### config.mk
export PLATFORM = sky130hd
export DESIGN_NAME = montReduce
export DESIGN_NICKNAME = d
export VERILOG_FILES = /design/src/rtl/montPkg.sv /design/src/rtl/montReduce.sv
export SDC_FILE = /design/constraint.sdc
export NUM_CORES = 2
export LEC_CHECK = 0
export ABC_AREA = 0
export BUFFER_PORTS_ARGS = -buffer_cell sky130_fd_sc_hd__buf_4
export CORE_AREA = 2 2 598 600
export CTS_BUF_LIST = sky130_fd_sc_hd__clkbuf_4 sky130_fd_sc_hd__clkbuf_8 sky130_fd_sc_hd__clkbuf_16
export DETAILED_ROUTE_END_ITERATION = 8
export DIE_AREA = 0 0 600 602
export SKIP_LAST_GASP = 1
export SYNTH_ARGS = -nofsm -noshare
export SYNTH_HDL_FRONTEND = slang
export SYNTH_SLANG_ARGS = --single-unit
### constraint.sdc
create_clock -name clk -period 8.1 [get_ports clk]
set_input_delay 1.62 -clock clk [delete_from_list [all_inputs] [get_ports clk]]
set_output_delay 1.62 -clock clk [all_outputs]
set_load 0.03 [all_outputs]
### src/rtl/montPkg.sv
package montPkg;

    // operand width in bits, every type below is sized from it
    localparam int WIDTH = 512;

    // one operand or result word
    typedef logic [WIDTH-1:0] wordT;

    // running sum
    // two spare bits so sum + b + m (below 4M) fits before halving
    typedef logic [WIDTH+1:0] accT;

    // the three operands travel together
    // a is shifted down a digit per step, b and m hold still
    typedef struct packed {
        wordT a;
        wordT b;
        wordT m;
    } operandsT;

    // one-hot (or idle) command from the sequencer
    typedef struct packed {
        // clear sum, capture operands
        logic load;
        // consume one digit of a
        logic step;
        // final conditional subtraction
        logic reduce;
    } stepCtrlT;

    // sequencer states
    typedef enum logic [2:0] {
        IDLE,
        LOAD,
        LOOP,
        REDUCE,
        DONE
    } stateT;

endpackage

### src/rtl/montReduce.sv
`timescale 1ns/1ps

module montReduce (
    input  logic              clk,
    input  logic              resetn,
    input  montPkg::stepCtrlT ctrl,
    input  montPkg::accT      sum,
    input  montPkg::wordT     m,
    output montPkg::wordT     result
);

    // one extra bit over the sum so the top bit is the borrow
    logic [montPkg::WIDTH+2:0] diff;
    logic                      noBorrow;

    // sum - m, both zero extended
    assign diff = {1'b0, sum} - {3'b000, m};

    // no borrow means sum >= m
    assign noBorrow = !diff[montPkg::WIDTH+2];

    // sum < 2M so one subtraction is enough
    // either choice then fits in a word
    always_ff @(posedge clk)
    begin
        if (!resetn)
            result <= '0;
        else if (ctrl.reduce)
            result <= noBorrow ? diff[montPkg::WIDTH-1:0] : sum[montPkg::WIDTH-1:0];
    end

    // result holds until the next reduce cycle

endmodule

After elaboration in Yosys (flattened, before gate mapping)
Index checks and enable logic that the tools add are counted.
Word-level totals
  register bits after elaboration: 512
  bits of input ports: 1031
  logic and storage cells: 3
Cells by class
  add/subtract/negate cells: 1
  muxes and demuxes: 1
Operators by type and width (count)
  $sub 514x512->515: 1
  $mux 512: 1

Longest topological paths before layout
  depth after elaboration: 2
  mapped depth: 23
  depth with buffers taken out: 19

Worst setup path before layout
No wires, ideal clock.
  path type: input-to-reg
  from: in sum[0]
  to: reg result[498]
  library setup time: 0.070 ns
  data arrival time: 5.677 ns
  setup slack: 2.353 ns
  stages: 19
  path through: inv_1 ha_1 fa_1 nand2b_1 a21oi_1 o31ai_1 o22a_1 o21ai_0 a21oi_1 o211ai_1 a31o_2 a31oi_1 o311a_1 o211ai_1 a21boi_1 o31a_1 nor3b_2 mux2_2 a21oi_1
Between the ends
  cells in the longest elaborated chain, start to end: 2
Ends and longest elaborated chain
  start: declaration: line montReduce.sv:7  | input montPkg::accT sum,
  $sub 514x512->515: line montReduce.sv:17  | assign diff = {1'b0, sum} - {3'b000, m};
  $mux 512: line montReduce.sv:29  | result <= noBorrow ? diff[montPkg::WIDTH-1:0] : sum[montPkg::WIDTH-1:0];
  end signal: assignment: line montReduce.sv:29
  end: declaration: line montReduce.sv:9  | output montPkg::wordT result
Every way passes these cells.
A chain may end at the register's enable or synchronous reset.

Worst setup path after layout
  from: in m[16]
  to: reg result[411]
Between the ends
  cells in the longest elaborated chain, start to end: 2
Ends and longest elaborated chain
  start: declaration: line montReduce.sv:8  | input montPkg::wordT m,
  $sub 514x512->515: line montReduce.sv:17
  $mux 512: line montReduce.sv:29
Every way passes these cells.

==> insert_results.sql <==
INSERT INTO impl_metrics (metric_group, metric, value, unit) VALUES
('global_routing', 'global_route_wire_length_before_repair', '786000', 'microns'),
('synthesis', 'most_used_standard_cell_by_instance_count_after_synthesis', 'sky130_fd_sc_hd__a21oi_1', ''),
('cts', 'cts.repair.resized', '0', ''),
('final_layout', 'largest_registers', 'result x512', ''),
('placed_design', 'dp_hpwl', '533000', 'microns'),
('floorplan', 'die_height', '602', 'microns'),
('cts', 'ctsHtreeMaxLevel', '3', ''),
('cts', 'clockRootBuffer', 'sky130_fd_sc_hd__clkbuf_16', ''),
('synthesis', 'syn-cell-area', '67200', 'sq um'),
('power', 'ir_worst_vdd', '132', 'uV'),
('detailed_routing', 'dr.pass1.iters', '7', ''),
('setup_path', 'timing.critical_path.fanout_max', '7', ''),
('final_layout', 'area_growth', '32.1', '%'),
('synthesis', 'synth_top_family_by_area', 'compound AO/OA/AOI/OAI gates', ''),
('sta', 'report.final.slew_viol_count', '0', ''),
('detailed_routing', 'drt-vias-per-instance', '5.47', ''),
('sta', 'timing.final.ws_setup', '0.444', 'ns'),
('sta', 'worst_slew_pin_slew', '1.27', 'ns'),
('sta', 'slew_headroom', '14.7', '%'),
('synthesis', 'xor_and_xnor_area_share_after_synthesis', '5.93', '%'),
('run_status', 'status', 'finished clean', ''),
('detailed_routing', 'route.final.wire_length', '606000', 'microns'),
('setup_path', 'path_cells', 'buf_4, inv_1, ha_1, nand4_1, nor3_2, o2111ai_1, a31oi_1, nand3_1, a311oi_1, buf_4, or2_2, a31oi_1, o31ai_2, a221oi_1, buf_4, nor4_1, a21oi_1, o21ai_0, buf_4, xor2_1, nand2_1, a31oi_1', ''),
('cts', 'post-cts-setup-buffer-count', '0', ''),
('detailed_routing', 'detailroute.via_count', '92900', ''),
('cts', 'cts_hold_buf', '0', ''),
('cts', 'clk_pin_slew_worst_paths', '0.06', 'ns'),
('setup_path', 'cp-end-kind', 'flop', ''),
('placed_design', 'postPlaceCellArea', '85300', 'sq um'),
('sta', 'smallest_hold_slack', '0.464', 'ns'),
('cts', 'clk-insertion-delay-late', '0.81', 'ns'),
('worst_hold_path', 'hold_path.class', 'flop to flop', ''),
('setup_path', 'cpLargestDelayFamily', 'compound AO/OA/AOI/OAI gates', ''),
('detailed_routing', 'met2_wirelength', '270000', 'microns'),
('synthesis', 'syn_nets', '12100', ''),
('synthesis', 'yosysSeqAreaShare', '15.3', '%'),
('synthesis', 'ys_top_cells_by_area', 'sky130_fd_sc_hd__dfxtp_1 15%, sky130_fd_sc_hd__a21oi_1 12%, sky130_fd_sc_hd__ha_1 9.5%', ''),
('sta', 'report.final.hold_viol_count', '0', ''),
('detailed_routing', 'initialDrtViolationCount', '10400', ''),
('detailed_routing', 'post_drt_wl_per_cell', '35.7', 'microns'),
('final_layout', 'nets', '13500', ''),
('placed_design', 'dpl_worst_slack', '-0.0800', 'ns'),
('final_layout', 'layout-drive-gt1-share', '17.9', '%'),
('synthesis', 'synth_seq_cells', '512', ''),
('global_routing', 'number_of_global_route_vias_before_repair', '87600', ''),
('floorplan', 'core_area', '355000', 'sq um'),
('placed_design', 'placement.io_buffers', '1540', ''),
('synthesis', 'synthAdderAreaFrac', '9.57', '%'),
('global_routing', 'grt-ovfl-total', '0', ''),
('detailed_routing', 'wirelength_met1', '232000', 'microns'),
('power', 'power.static_leakage', '0.0373', 'uW'),
('synthesis', 'synthesis.instances', '10600', ''),
('final_layout', 'flip_flop_count_of_the_largest_register_after_layout', '512', ''),
('setup_path', 'criticalPathCategory', 'input pin to flop', ''),
('detailed_routing', 'ant_nets', '0', ''),
('synthesis', 'post_synth_mux_area_share', '0.861', '%'),
('sta', 'period_needed', '7.66', 'ns'),
('floorplan', 'fp.dieArea', '361000', 'sq um'),
('cts', 'clock_path_buffers', '4', ''),
('power', 'power', '14900', 'uW'),
('sta', 'achievable_freq', '0.131', 'GHz'),
('synthesis', 'synth_warnings', '0', ''),
('sta', 'finalCritPeriodShare', '94.5', '%'),
('cts', 'clock_sink_count', '512', ''),
('placed_design', 'final_gp_congestion', '1.07', ''),
('synthesis', 'synth-main-ff-cell', 'sky130_fd_sc_hd__dfxtp_1', ''),
('global_routing', 'grt_max_degree', '175', ''),
('setup_path', 'timing.critical_path.from_type', 'input pin', ''),
('synthesis', 'yosys.area_share.simple', '23.6', '%'),
('setup_path', 'slowest_delay', '0.77', 'ns'),
('final_layout', 'multiInputGateArea', '51900', 'sq um');
-- cells in the final DEF, fill, tap and decap left out, types with 280 or more instances in the layout --
cell	count
sky130_fd_sc_hd__buf_4	1850
sky130_fd_sc_hd__a21oi_1	1655
sky130_fd_sc_hd__nor2_1	1285
sky130_fd_sc_hd__nand2_1	1201
sky130_fd_sc_hd__o21ai_0	1101
sky130_fd_sc_hd__inv_1	719
sky130_fd_sc_hd__ha_1	512
sky130_fd_sc_hd__dfxtp_1	512
sky130_fd_sc_hd__nand4_1	352
sky130_fd_sc_hd__a21o_1	280
-- worst register-to-register path, cell delays in order (launching register included) --
cell,delay (ns)
sky130_fd_sc_hd__dfxtp_1,0.42
sky130_fd_sc_hd__nand2_1,0.13
sky130_fd_sc_hd__o311ai_0,0.12
sky130_fd_sc_hd__a2111oi_0,0.39
sky130_fd_sc_hd__a21oi_1,0.09
-- report_power, final --
group	internal [uW]	switching, uW
registers	2800	196
clock network	2400	1660
logic	2480	5380
-- through the flow --
| stage | instances | util, % | TNS, ns |
|---|---|---|---|
| floorplan | 10600 | - | 0 |
| global placement | 16600 | 24.1 | -0.153 |
| detailed placement | 16600 | 24.1 | -0.0800 |
| CTS | 16800 | 24.9 | 0 |
| global route | 16900 | 25.0 | 0 |
| finish | 17000 | 25.0 | 0 |
-- kinds of logic (layout without fill, tap and decap cells) --
kind of cell    after synthesis  count (layout)
compound gates             4191            4191
simple gates               3549            3549
xor+xnor                    455             455
mux                          57              57
fa+ha+maj                   513             513
flops                       512             512
buf+inv                    1308            2741
other cells                   0             209
-- per-layer routing --
| metal | vias to the layer above | track usage (%) |
|---|---|---|
| li1 | 41200 | - |
| met1 | 45500 | 37.3 |
| met2 | 5042 | 49.9 |
| met3 | 1217 | 6.32 |
| met4 | 40 | 26.7 |
| met5 | - | 0 |
-- layout make-up --
| type | instances | area share, % |
|---|---|---|
| antenna | 209 | 0.589 |
| clock buffer | 105 | 2.60 |
| clock inverter | 35 | 0.634 |
| inverter | 720 | 3.05 |
| multi-input combinational | 8765 | 58.5 |
| sequential | 512 | 11.6 |
| tap | 4751 | 6.70 |
| timing repair buffer | 1881 | 16.3 |
-- path summary, 6_finish.rpt --
| check | startpoint | slack (ns) | to | cells after the start |
|---|---|---|---|---|
| worst min-delay path | result[230] | 0.46 | result[230] | 2 |
| worst max register to register | result[441] | 6.81 | result[441] | 4 |
| worst max-delay path | m[16] | 0.44 | result[411] | 22 |
| worst min register to register | result[230] | 0.46 | result[230] | 2 |
Note: power is estimated with default switching activity, not from simulation.
