$ cat src/rtl/montPkg.sv
package montPkg;

    // operand width in bits, every type below is sized from it
    localparam int WIDTH = 512;

    // one operand or result word
    typedef logic [WIDTH-1:0] wordT;

    // running sum
    // two spare bits so sum + b + m (below 4M) fits before halving
    typedef logic [WIDTH+1:0] accT;

    // the three operands travel together
    // a is shifted down a digit per step, b and m hold still
    typedef struct packed {
        wordT a;
        wordT b;
        wordT m;
    } operandsT;

    // one-hot (or idle) command from the sequencer
    typedef struct packed {
        // clear sum, capture operands
        logic load;
        // consume one digit of a
        logic step;
        // final conditional subtraction
        logic reduce;
    } stepCtrlT;

    // sequencer states
    typedef enum logic [2:0] {
        IDLE,
        LOAD,
        LOOP,
        REDUCE,
        DONE
    } stateT;

endpackage

$ cat src/rtl/montControl.sv
`timescale 1ns/1ps

module montControl #(
    parameter int DIGIT_BITS = 4
) (
    input  logic              clk,
    input  logic              resetn,
    input  logic              start,
    output montPkg::stepCtrlT ctrl,
    output logic              done
);

    localparam int NUM_DIGITS = montPkg::WIDTH / DIGIT_BITS;
    localparam int CNT_BITS = (NUM_DIGITS > 1) ? $clog2(NUM_DIGITS) : 1;

    montPkg::stateT      state;
    montPkg::stateT      nextState;
    logic [CNT_BITS-1:0] digitCount;
    logic                accept;
    logic                lastDigit;

    // start only counts when no run is in flight
    assign accept = start && (state == montPkg::IDLE || state == montPkg::DONE);
    assign lastDigit = (digitCount == CNT_BITS'(NUM_DIGITS - 1));

    // next state
    always_comb
    begin
        nextState = montPkg::IDLE;
        case (state)
            montPkg::IDLE, montPkg::DONE:
            begin
                // back to idle unless a new run starts straight away
                nextState = accept ? montPkg::LOAD : montPkg::IDLE;
            end
            montPkg::LOAD:   nextState = montPkg::LOOP;
            montPkg::LOOP:   nextState = lastDigit ? montPkg::REDUCE : montPkg::LOOP;
            montPkg::REDUCE: nextState = montPkg::DONE;
            default:         nextState = montPkg::IDLE;
        endcase
    end

    always_ff @(posedge clk)
    begin
        if (!resetn)
            state <= montPkg::IDLE;
        else
            state <= nextState;
    end

    // digit counter, cleared with the operand capture
    always_ff @(posedge clk)
    begin
        if (!resetn || ctrl.load)
            digitCount <= '0;
        else if (ctrl.step)
            digitCount <= digitCount + 1'b1;
    end

    // load rides on the accepted start, so the inputs are taken in that cycle
    assign ctrl.load   = accept;
    assign ctrl.step   = (state == montPkg::LOOP);
    assign ctrl.reduce = (state == montPkg::REDUCE);

    // result register was written on the edge into DONE
    assign done = (state == montPkg::DONE);

endmodule

$ cat config.mk
export PLATFORM = sky130hd
export DESIGN_NAME = montControl
export DESIGN_NICKNAME = d
export VERILOG_FILES = /design/src/rtl/montPkg.sv /design/src/rtl/montControl.sv
export SDC_FILE = /design/constraint.sdc
export NUM_CORES = 1
export LEC_CHECK = 0
export BUFFER_PORTS_ARGS = -buffer_cell sky130_fd_sc_hd__buf_2
export CORE_AREA = 8 8 45 47
export CTS_CLUSTER_SIZE = 25
export DETAILED_ROUTE_END_ITERATION = 16
export DIE_AREA = 0 0 53 55
export SETUP_SLACK_MARGIN = 0.5
export SLEW_MARGIN = 20
export SYNTH_ARGS = -nofsm -noshare
export SYNTH_HDL_FRONTEND = slang
export SYNTH_SLANG_ARGS = --single-unit
$ cat constraint.sdc
create_clock -name clk -period 3.3 [get_ports clk]
set_input_delay 0.495 -clock clk [delete_from_list [all_inputs] [get_ports clk]]
set_output_delay 0.495 -clock clk [all_outputs]
set_load 0.01 [all_outputs]
# After elaboration in Yosys (flattened, before gate mapping)
# Cells that the tools add are included.
[totals]
inputBits = 3
ff_bits = 10
out_inout_bits = 4
wordCells = 17
[op_classes]
n_addsub = 1
reduce_logical = 6
n_eq_ne = 5
mux = 3
[op_table]
columns = ["cell", "n"]
rows = [
  ["3-bit case mux with 4 select lines", 1],
  ["7-bit by 1-bit adder with 7-bit output, second input constant", 1],
  ["7-bit equality test, second input constant", 1],
  ["3-bit by 2-bit equality test with 1-bit output, second input constant", 2],
  ["3-bit by 1-bit equality test with 1-bit output, second input constant", 1],
  ["3-bit equality test, second input constant", 1],
  ["3-bit logical NOT", 1],
  ["1-bit logical OR", 2],
  ["1-bit 2-to-1 mux", 2],
  ["2-bit OR reduction", 1],
  ["1-bit logical AND", 1],
  ["1-bit logical NOT", 1],
]

# Logic depth before layout (Yosys ltp)
# Gate-level depths: netlist of run 1.
[logic_depth]
depth_word = 5
ltp_mapped = 4
ltp_nobuf = 4

# Least setup slack after synthesis of run 1
# Ideal clock, no wire load.
[synth_timing]
path_kind = "reg2reg"
from = "reg state[1]"
to = "reg digitCount[5]"
t_arrival_ps = 1424
stages_incl_launch_ff = 4
n_path_buf = 0
setup_slack_ps = 1805
synth_period_minus_slack_ps = 1495
cell_sequence = "dfxtp_1 or3b_4 or4_1 a21oi_1"
[synth_via]
elab_chain_cells = 4
word_cells_on_any_way = 6
[synth_lines]
columns = ["element", "line", "text"]
rows = [
  ["from (decl)", "montControl.sv:16", "montPkg::stateT state;"],
  ["from (signal assigned)", "montControl.sv:46", "state <= montPkg::IDLE;"],
  ["from (signal assigned)", "montControl.sv:48", "state <= nextState;"],
  ["3-bit equality test or 3-bit logical NOT (tied branches)", "montControl.sv:23", "assign accept = start && (state == montPkg::IDLE || state == montPkg::DONE);"],
  ["1-bit logical OR", "montControl.sv:23", ""],
  ["1-bit logical AND", "montControl.sv:23", ""],
  ["1-bit logical OR", "montControl.sv:54", "if (!resetn || ctrl.load)"],
  ["to (signal assigned)", "montControl.sv:57", "digitCount <= digitCount + 1'b1;"],
  ["to (decl)", "montControl.sv:18", "logic [CNT_BITS-1:0] digitCount;"],
]
# Several ways; a longest one is shown, not always the timed one.
# A chain may end at the register's enable or synchronous reset.

==> key figures, run 1 <==
Synthesis
  • Area share of the largest cell type after synthesis: 0.440
  • Post-synthesis async set-or-reset flop share: 0
  • Seq/Total Area, Yosys: 0.440
  • Post-synth EDFFs: 0
  • Synthesized Nets: 55
  • Post-synth cell types: 22
  • Avg Cell Area, Syn: 8.93 um2
  • Cells after synthesis: 51
  • Ranking of synthesized cells by area: dfxtp_1 (44%), a21oi_1 (6.6%), nand2_1 (4.9%)
  • Count of state elements after synthesis: 10
  • Top cells by count, synth: dfxtp_1 (10), a21oi_1 (6), nand2_1 (6), o21ai_0 (4)
  • Ys flop type: dfxtp_1
  • Synthesized cell area: 455 um2
  • Area leader, netlist: dfxtp_1
  • Yosys warning total: 0
  • Top-count cell post-synth: dfxtp_1

Route
  • Vias: 379
  • Pre-antenna DRT Iters: 2
  • Total wire length: 827 um
  • Antenna-violating nets left: 0
  • Via-to-Cell Ratio: 5.05
  • DR iter-0 viols: 5
  • DRC: 0
  • Wire per inst: 11.0 um

Clock network
  • # Post-CTS Setup Buffers: 0
  • Clock Latency Late Sink: 0.26 ns
  • Root Buffer: clkbuf_4
  • H-tree levels: 1
  • CTS Hold Buffers Added: 0
  • Clk pin slew, worst setup/hold paths: 0.06 ns
  • Clock Sinks: 10
  • Post-CTS sizing: 0
  • Inserted Clock Buffers: 3
  • CTS max path bufs: 2
  • CTS tree: built

Critical path
  • Cell family with most CP delay: flip-flops
  • Critical-path top delay cell: dfxtp_1
  • CP Cell Sequence: or3b_4 -> inv_1 -> buf_2
  • Buf+Inv Stages, Crit Path: 2
  • Crit-path max cell delay: 0.44 ns
  • Crit Path Max Fanout: 7
  • Worst EP arrival: 1.39 ns
  • Reg2reg path depth: 3
  • Worst Setup End Kind: output port
  • Critical Path Stages: 3
  • Startpoint Class: register
  • WP data required: 2.80 ns
  • Setup CP Type: reg2out

Power and ir drop
  • Clock network power share: 0.344
  • Psw: 0.0526 mW
  • Combinational power share: 0.093
  • Max rail drop VDD: 198 uV
  • Switching Fraction: 0.230
  • Power Internal: 0.176 mW
  • PwrDens: 440 mW/mm2
  • Register share of total power: 0.563
  • Static Leak: 0.185 nW

GRT
  • Total global routing overflow: 0
  • Pin count of the biggest net entering global routing: 8
  • First-pass GRT wire length: between 1500 and 2000 um
  • Initial antenna violation count: 0
  • Total track usage: 0.0734
  • Vias in the first global route: 384

Placed design
  • RD Place Congestion: 0.664
  • DP Cell Count: 72
  • Port Buffers: 6
  • Dpl hpwl: approximately 650 um

Cells and area
  • Fill count: 150
  • # diodes: 0
  • Layout area overhead: 14.3%
  • Nets@finish: 65
  • Layout cell share with drive strength beyond 1: 0.220
  • Final Non-Filler Cells: 75

Floorplanning
  • Die width: 53 um
  • Die height: 55 um
  • Die area: 0.00292 mm2
  • Io pins: 7
  • Standard-cell rows: 14
  • Initial core utilization: 0.329
  • Core ar.: 0.00138 mm2

Timing
  • Setup TNS: 0 ns
  • RSZ-0062 raised after global routing: false
  • Fin crit period: between 1.5 and 2 ns
  • Final slew viol count: 0
  • Period Utilization, post-route: 0.570
  • Worst slew pin tran: roughly 0.29 ns
  • Fmax: 0.532 GHz
  • Skew final: 0.00385 ns
  • Count of final hold-check violations: 0
  • Final setup vio count: 0
  • Relative max-transition margin: 0.808

Worst hold path
  • Worst min path class: reg2reg
  • Number of cells on the worst hold path: 2

Run status
  • Status: finished clean

Run
  • Max Cap Viol: 0
## registers in the layout, summed over array words and instances (netlist names)
register / cells
state: 3
digitCount: 7
## layer usage
layer	part of all wire	vias to the layer above	GRT usage	routed length [um]
met3	0.040	4	0.0241	33
li1	-	203	-	-
met4	0.052	0	0.0647	43
met1	0.48	165	0.0781	393
met2	0.43	7	0.115	356
met5	0	-	0	0
## logic make-up (layout without fill, tap and decap cells)
kind of cell | Yosys count | in the layout | share of synthesized area
AND/OR/NAND/NOR | 24 | 24 | 0.327
AO/OA/AOI/OAI | 12 | 12 | 0.143
flip-flops | 10 | 10 | 0.440
XOR/XNOR | 2 | 2 | 0.0385
buffers and inverters | 2 | 10 | 0.0247
adder cells (fa/ha/maj) | 1 | 1 | 0.0275
## final timing paths
path / start / endpoint / slack, ns
worst max-delay path: state[1] / ctrl[1] / 1.42
worst min register to register: digitCount[1] / digitCount[1] / 0.49
worst max register to register: state[1] / digitCount[5] / 1.68
worst min-delay path: digitCount[1] / digitCount[1] / 0.49
## power by group through the flow
stage / Clock (mW) / Sequential [mW] / Combinational [mW]
floorplan: 0 / 0.130 / 0.0170
global placement: 0 / 0.131 / 0.0217
detailed placement: 0 / 0.132 / 0.0218
CTS: 0.0833 / 0.129 / 0.0217
global route: 0.0912 / 0.130 / 0.0248
finish: 0.0787 / 0.129 / 0.0214
## cell usage in the layout, fill, tap and decap left out, drive strengths merged, types with 2 or more instances in the layout
master,netlist,final
dfxtp,10,10
buf,1,6
nand3,3,3
nor3b,3,3
o21ai,4,4
o31ai,2,2
xnor2,2,2
a21oi,6,6
nand2,6,6
clkbuf,0,3
or3,3,3
## through the flow
step           total power, mW  worst slack, ns  hold WS [ns]   util  instance area, um2
3_3_place_gp             0.153             1.72         0.470  0.360                 498
6_report                 0.229             1.42         0.488  0.376                 520
3_5_place_dp             0.153             1.69         0.482  0.360                 498
4_1_cts                  0.234             1.41         0.489  0.376                 520
2_1_floorplan            0.147             1.81         0.452      -                 455
5_1_grt                  0.246             1.34         0.525  0.376                 520
## worst register-to-register path, delay by kind of cell (launching register included)
kind	cells	cell delay, ns
compound gates	1	0.16
flops	1	0.44
simple gates	2	0.94
## cell type report
class                           instances  area [um2]  area share
Multi-Input combinational cell         39         244       0.469
Sequential cell                        10         200       0.385
Timing Repair Buffer                    6        30.0      0.0577
Clock buffer                            3        22.5      0.0433
Tap cell                               16        20.0      0.0385
Inverter                                1        3.75     0.00721
Power figures use the tool's default switching activity.
==> run 2, diff against run 1 <==
==> constraint.sdc (replaced) <==
create_clock -name clk -period 1.9 [get_ports clk]
set_input_delay 0.285 -clock clk [delete_from_list [all_inputs] [get_ports clk]]
set_output_delay 0.285 -clock clk [all_outputs]
set_load 0.01 [all_outputs]
==> run 2 against run 1 <==
Compared with the run above:
- critical path depth increased by 1
- clock skew decreased by 0.0035 ns
- combinational power increased to 3.3 times the previous value
- critical path type is now reg2reg
- largest power group unchanged
- highest routed layer unchanged
==> key figures, run 2 (synthesis results as in run 1) <==
Run status
  • Status: finished clean

Route
  • Antenna-violating nets left: 0 (unchanged)
  • Pre-antenna DRT Iters: 2 (unchanged)
  • DR iter-0 viols: 5 (unchanged)
  • Wire per inst: 12.3 um (+11%)
  • Vias: 435 (+15%)
  • Total wire length: 1030 um (+25%)
  • Via-to-Cell Ratio: 5.18 (+2.5%)
  • DRC: 0 (unchanged)

Clock network
  • Inserted Clock Buffers: 3 (unchanged)
  • CTS max path bufs: 2 (unchanged)
  • Clock Latency Late Sink: 0.27 ns (about the same)
  • Clock Sinks: 10 (unchanged)
  • CTS Hold Buffers Added: 0 (unchanged)
  • Clk pin slew, worst setup/hold paths: 0.07 ns (about the same)
  • H-tree levels: 1 (unchanged)
  • Root Buffer: clkbuf_4
  • CTS tree: built

Critical path
  • WP data required: 2.10 ns (-0.70 ns)
  • Reg2reg path depth: 4 (+1)
  • R2r startpoint: state[2]
  • Crit Path Max Fanout: 6 (-1)
  • R2r setup slk: 0.40 ns (-1.28 ns)
  • Worst EP arrival: 1.70 ns (+0.31 ns)
  • Crit path launch: state[2]
  • Startpoint Class: register
  • Capturing point of the worst reg2reg path: digitCount[5]
  • Worst Setup End Kind: register
  • Setup CP Type: reg2reg

GRT
  • Total global routing overflow: 0 (unchanged)
  • First-pass GRT wire length: 1640 um (+5.8%)
  • Vias in the first global route: 359 (-6.5%)
  • Pin count of the biggest net entering global routing: 8 (unchanged)
  • Initial antenna violation count: 0 (unchanged)
  • Total track usage: 0.0828 (+0.00936)

Cells and area
  • Max reg flops: 7 (unchanged)
  • Nets@finish: 73 (+12%)
  • Most frequent cells in the layout: buf_4 (7), nand2_1 (6), a21oi_1 (6), dfxtp_1 (6), buf_2 (5)
  • # diodes: 0 (unchanged)
  • Most common cell after layout, fill and taps aside: buf_4
  • Final Non-Filler Cells: 84 (+12%)
  • Largest regs: digitCount (7), state (3)
  • Layout cell share with drive strength beyond 1: 0.441 (+0.221)
  • Reg with most FFs: digitCount
  • Layout area overhead: 39.6%

Floorplanning
  • Die width: 53 um (unchanged)
  • Standard-cell rows: 14 (unchanged)
  • Core ar.: 0.00138 mm2 (unchanged)
  • Die area: 0.00292 mm2 (unchanged)
  • Die height: 55 um (unchanged)
  • Initial core utilization: 0.329 (unchanged)
  • Io pins: 7 (unchanged)

Timing
  • Fin crit period: between 1 and 1.5 ns
  • Final slew viol count: 0 (unchanged)
  • Period Utilization, post-route: 0.789
  • Count of final hold-check violations: 0 (unchanged)
  • Setup TNS: 0 ns (unchanged)
  • Fmax: 0.667 GHz
  • Skew final: 0.000316 ns (-0.00354 ns)
  • Relative max-transition margin: 0.785 (-0.0229)
  • Worst slew pin tran: 0.321 ns (+0.0343 ns)
  • Final setup vio count: 0 (unchanged)
  • RSZ-0062 raised after global routing: true

Power and ir drop
  • PwrDens: 771 mW/mm2 (+75%)
  • Combinational power share: 0.144 (+0.051)
  • Psw: 0.115 mW (+120%)
  • Max rail drop VDD: 393 uV (+98%)
  • Clock network power share: 0.398 (+0.054)
  • Register share of total power: 0.457 (-0.106)
  • Power Internal: 0.375 mW (+110%)
  • Switching Fraction: 0.235 (+0.00499)
  • Static Leak: 0.235 nW (+27%)

Worst hold path
  • Worst min path class: in2reg
  • WHS Endpoint: state[0]
  • Number of cells on the worst hold path: 3 (+1)
  • Hold wc startpoint: resetn

Placed design
  • RD Place Congestion: 0.728 (+9.6%)
  • Port Buffers: 6 (unchanged)
  • Dpl hpwl: 627 um (-3.0%)
  • DP Cell Count: 72 (unchanged)

Run
  • Max Cap Viol: 0 (unchanged)
[run 2: layout make-up]
type	instances	area (um2)
sequential	10	208
tap	16	20.0
multi-input combinational	39	268
fill	145	748
timing repair buffer	14	100
clock buffer	4	36.3
inverter	1	3.75
[run 2: metrics by stage]
stage                util  total power, mW  hold slack, ns  instance area (um2)  setup slack [ns]
finish              0.459            0.490           0.265                  636             0.400
global route        0.459            0.526           0.270                  636             0.347
CTS                 0.422            0.482           0.260                  584             0.408
detailed placement  0.361            0.267           0.474                  499             0.435
global placement    0.361            0.266           0.467                  499             0.472
floorplan               -            0.256           0.393                  457             0.510
[run 2: worst max path at each step]
stage	cells past startpoint	end	slack [ns]
final	4	digitCount[5]	0.40
after global routing	3	ctrl[1]	0.35
after CTS	4	digitCount[5]	0.41
after detailed placement	3	digitCount[3]	0.43
after global placement	3	digitCount[3]	0.47
after floorplan	3	digitCount[3]	0.51
[run 2: per-layer routing]
metal / vias to the layer above / track usage / wire (um)
met3: 5 / 0.0588 / 90
met5: - / 0 / 0
met4: 0 / 0.0776 / 38
li1: 218 / - / -
met2: 10 / 0.115 / 484
met1: 202 / 0.0798 / 416
[run 2: what timing repair did]
item / in CTS / in global routing
gates resized for setup: 5 / 5
setup buffers: 5 / 3
endpoints found under the setup margin: 6 / 8
pin swaps: 0 / 1
endpoints found under the hold margin: 0 / 0
[run 2: power groups by stage]
| stage | Combinational, mW | Clock (mW) | Sequential [mW] |
|---|---|---|---|
| 6_report | 0.0707 | 0.195 | 0.224 |
| 5_1_grt | 0.0784 | 0.222 | 0.225 |
| 4_1_cts | 0.0568 | 0.203 | 0.223 |
| 3_5_place_dp | 0.0379 | 0 | 0.229 |
| 3_3_place_gp | 0.0379 | 0 | 0.228 |
| 2_1_floorplan | 0.0295 | 0 | 0.227 |
[run 2: worst max-delay path: stages (launching register included)]
cell and delay [ns]:
dfxtp_2 0.35, or3b_4 0.42, buf_4 0.15, or4_1 0.40, a21oi_1 0.12
==> run 3, diff against run 2 <==
==> constraint.sdc (replaced) <==
create_clock -name clk -period 1.6 [get_ports clk]
set_input_delay 0.24 -clock clk [delete_from_list [all_inputs] [get_ports clk]]
set_output_delay 0.24 -clock clk [all_outputs]
set_load 0.01 [all_outputs]
==> run 3 against run 2 <==
Compared with the run above:
- combinational power increased by 51%
- die area unchanged
- largest cell class unchanged
- worst hold slack got worse by 0.010 ns
- core utilization increased by 8.0 points
==> key figures, run 3 (synthesis results as in run 1) <==
Timing
  • Period Utilization, post-route: 0.916
  • Fmax: approximately 0.7 GHz
  • Fin crit period: 1.47 ns
  • Relative max-transition margin: 0.840 (+0.0552)
  • Final slew viol count: 0 (unchanged)
  • Count of final hold-check violations: 0 (unchanged)
  • Final setup vio count: 0 (unchanged)
  • Skew final: 0.00400 ns (+0.00369 ns)
  • RSZ-0062 raised after global routing: true
  • Worst slew pin tran: 0.238 ns (-0.0835 ns)
  • Setup TNS: 0 ns (unchanged)

Route
  • Total wire length: 1230 um (+19%)
  • DRC: 0 (unchanged)
  • Wire per inst: 14.3 um (+16%)
  • Antenna-violating nets left: 0 (unchanged)
  • DR iter-0 viols: 21 (+16)
  • Pre-antenna DRT Iters: 4 (+2)
  • Via-to-Cell Ratio: 5.51 (+6.4%)
  • Vias: 474 (+9.0%)

Power and ir drop
  • Switching Fraction: 0.257 (+0.0219)
  • Psw: 0.139 mW (+21%)
  • Overall Power: 0.540 mW (+10%)
  • Power Internal: 0.402 mW (+7.2%)
  • Combinational power share: 0.198 (+0.054)
  • Clock network power share: 0.317 (-0.081)
  • Register share of total power: 0.486 (+0.029)
  • Static Leak: 0.264 nW (+13%)
  • PwrDens: 724 mW/mm2 (-6.0%)
  • Max rail drop VDD: 335 uV (-15%)

Critical path
  • CP Cell Sequence: or3b_4 -> inv_2 -> buf_6
  • Startpoint Class: register
  • WP data required: 1.36 ns (-0.74 ns)
  • Setup CP Type: reg2out
  • Worst EP arrival: 1.23 ns (-0.47 ns)
  • Critical-path top delay cell: or3b_4
  • Worst Setup End Kind: output port
  • Crit Path Max Fanout: 5 (-1)
  • Crit-path max cell delay: 0.43 ns (about the same)

Placed design
  • Port Buffers: 6 (unchanged)
  • RD Place Congestion: 0.696 (-4.3%)
  • Dpl hpwl: 608 um (-3.1%)

Cells and area
  • Max reg flops: 7 (unchanged)
  • Most frequent cells in the layout: buf_6 (7), buf_4 (6), nand2_1 (5), a21oi_2 (5), dfxtp_1 (5)
  • Layout area overhead: 63.7%
  • # diodes: 0 (unchanged)
  • Most common cell after layout, fill and taps aside: buf_6
  • Largest regs: digitCount (7), state (3)
  • Reg with most FFs: digitCount
  • Nets@finish: 76 (+4.1%)
  • Layout cell share with drive strength beyond 1: 0.671 (+0.230)
  • Fill count: 129 (-11%)

Floorplanning
  • Standard-cell rows: 14 (unchanged)
  • Die width: 53 um (unchanged)
  • Die area: 0.00292 mm2 (unchanged)
  • Core ar.: 0.00138 mm2 (unchanged)
  • Io pins: 7 (unchanged)
  • Die height: 55 um (unchanged)
  • Initial core utilization: 0.329 (unchanged)

GRT
  • Initial antenna violation count: 0 (unchanged)
  • Total global routing overflow: 0 (unchanged)
  • Pin count of the biggest net entering global routing: 8 (unchanged)
  • Vias in the first global route: 446 (+24%)
  • First-pass GRT wire length: 1820 um (+11%)
  • Total track usage: 0.0866 (+0.00379)

Clock network
  • Root Buffer: clkbuf_4
  • Inserted Clock Buffers: 3 (unchanged)
  • Clk pin slew, worst setup/hold paths: 0.07 ns (about the same)
  • CTS tree: built
  • Clock Sinks: 10 (unchanged)
  • Clock Latency Late Sink: 0.26 ns (about the same)
  • H-tree levels: 1 (unchanged)
  • CTS max path bufs: 2 (unchanged)

Run status
  • Status: finished clean

Run
  • Max Cap Viol: 0 (unchanged)

Worst hold path
  • Worst min path class: in2reg
run 3: cell types whose count changed in the layout (fill, tap and decap cells not counted), sizes merged:
| cell | previous run | this run |
|---|---|---|
| buf | 14 | 17 |
| clkbuf | 4 | 3 |
run 3: worst paths after layout:
path,to,from,cells after the start,slack [ns]
max,ctrl[1],state[2],3,0.13
max reg2reg,digitCount[0],state[2],7,0.17
min reg2reg,state[1],state[2],1,0.44
min,state[0],resetn,3,0.25
run 3: power groups by stage:
stage | sequential (mW) | combinational [mW] | clock, mW
2_1_floorplan | 0.270 | 0.0351 | 0
5_1_grt | 0.263 | 0.115 | 0.191
4_1_cts | 0.262 | 0.0817 | 0.176
6_report | 0.262 | 0.107 | 0.171
3_5_place_dp | 0.272 | 0.0448 | 0
3_3_place_gp | 0.272 | 0.0452 | 0
run 3: critical path, delay by kind of cell, from the launching register on:
kind,cells,cell delay (ns)
buf+inv,2,0.18
flops,1,0.36
simple gates,1,0.43
run 3: cell type report:
type | instances | area, um2 | share of cell area
Tap cell | 16 | 20.0 | 0.0268
Inverter | 1 | 3.75 | 0.00503
Sequential cell | 10 | 216 | 0.290
Clock buffer | 3 | 22.5 | 0.0302
Multi-Input combinational cell | 39 | 339 | 0.455
Timing Repair Buffer | 17 | 144 | 0.193
run 3: through the flow:
stage	setup WS, ns	hold slack [ns]	area [um2]	cells	util
5_1_grt	0.0982	0.273	746	86	0.539
3_5_place_dp	0.187	0.474	503	72	0.363
3_3_place_gp	0.195	0.481	503	72	0.363
6_report	0.134	0.255	746	86	0.539
4_1_cts	0.144	0.239	648	83	0.468
2_1_floorplan	0.274	0.348	460	51	-
run 3: per-layer routing:
metal	track usage	vias up	wire length [um]
met3	0.0294	10	84
met4	0.0647	0	29
met5	0	-	0
met1	0.0873	217	481
met2	0.146	19	632
li1	-	228	-
run 3: what timing repair did:
item,4_1_cts,5_1_grt
resized for setup,18,20
endpoints found under the setup margin,12,12
hold buffers,0,0
pin swaps,7,5
buffers inserted,8,3
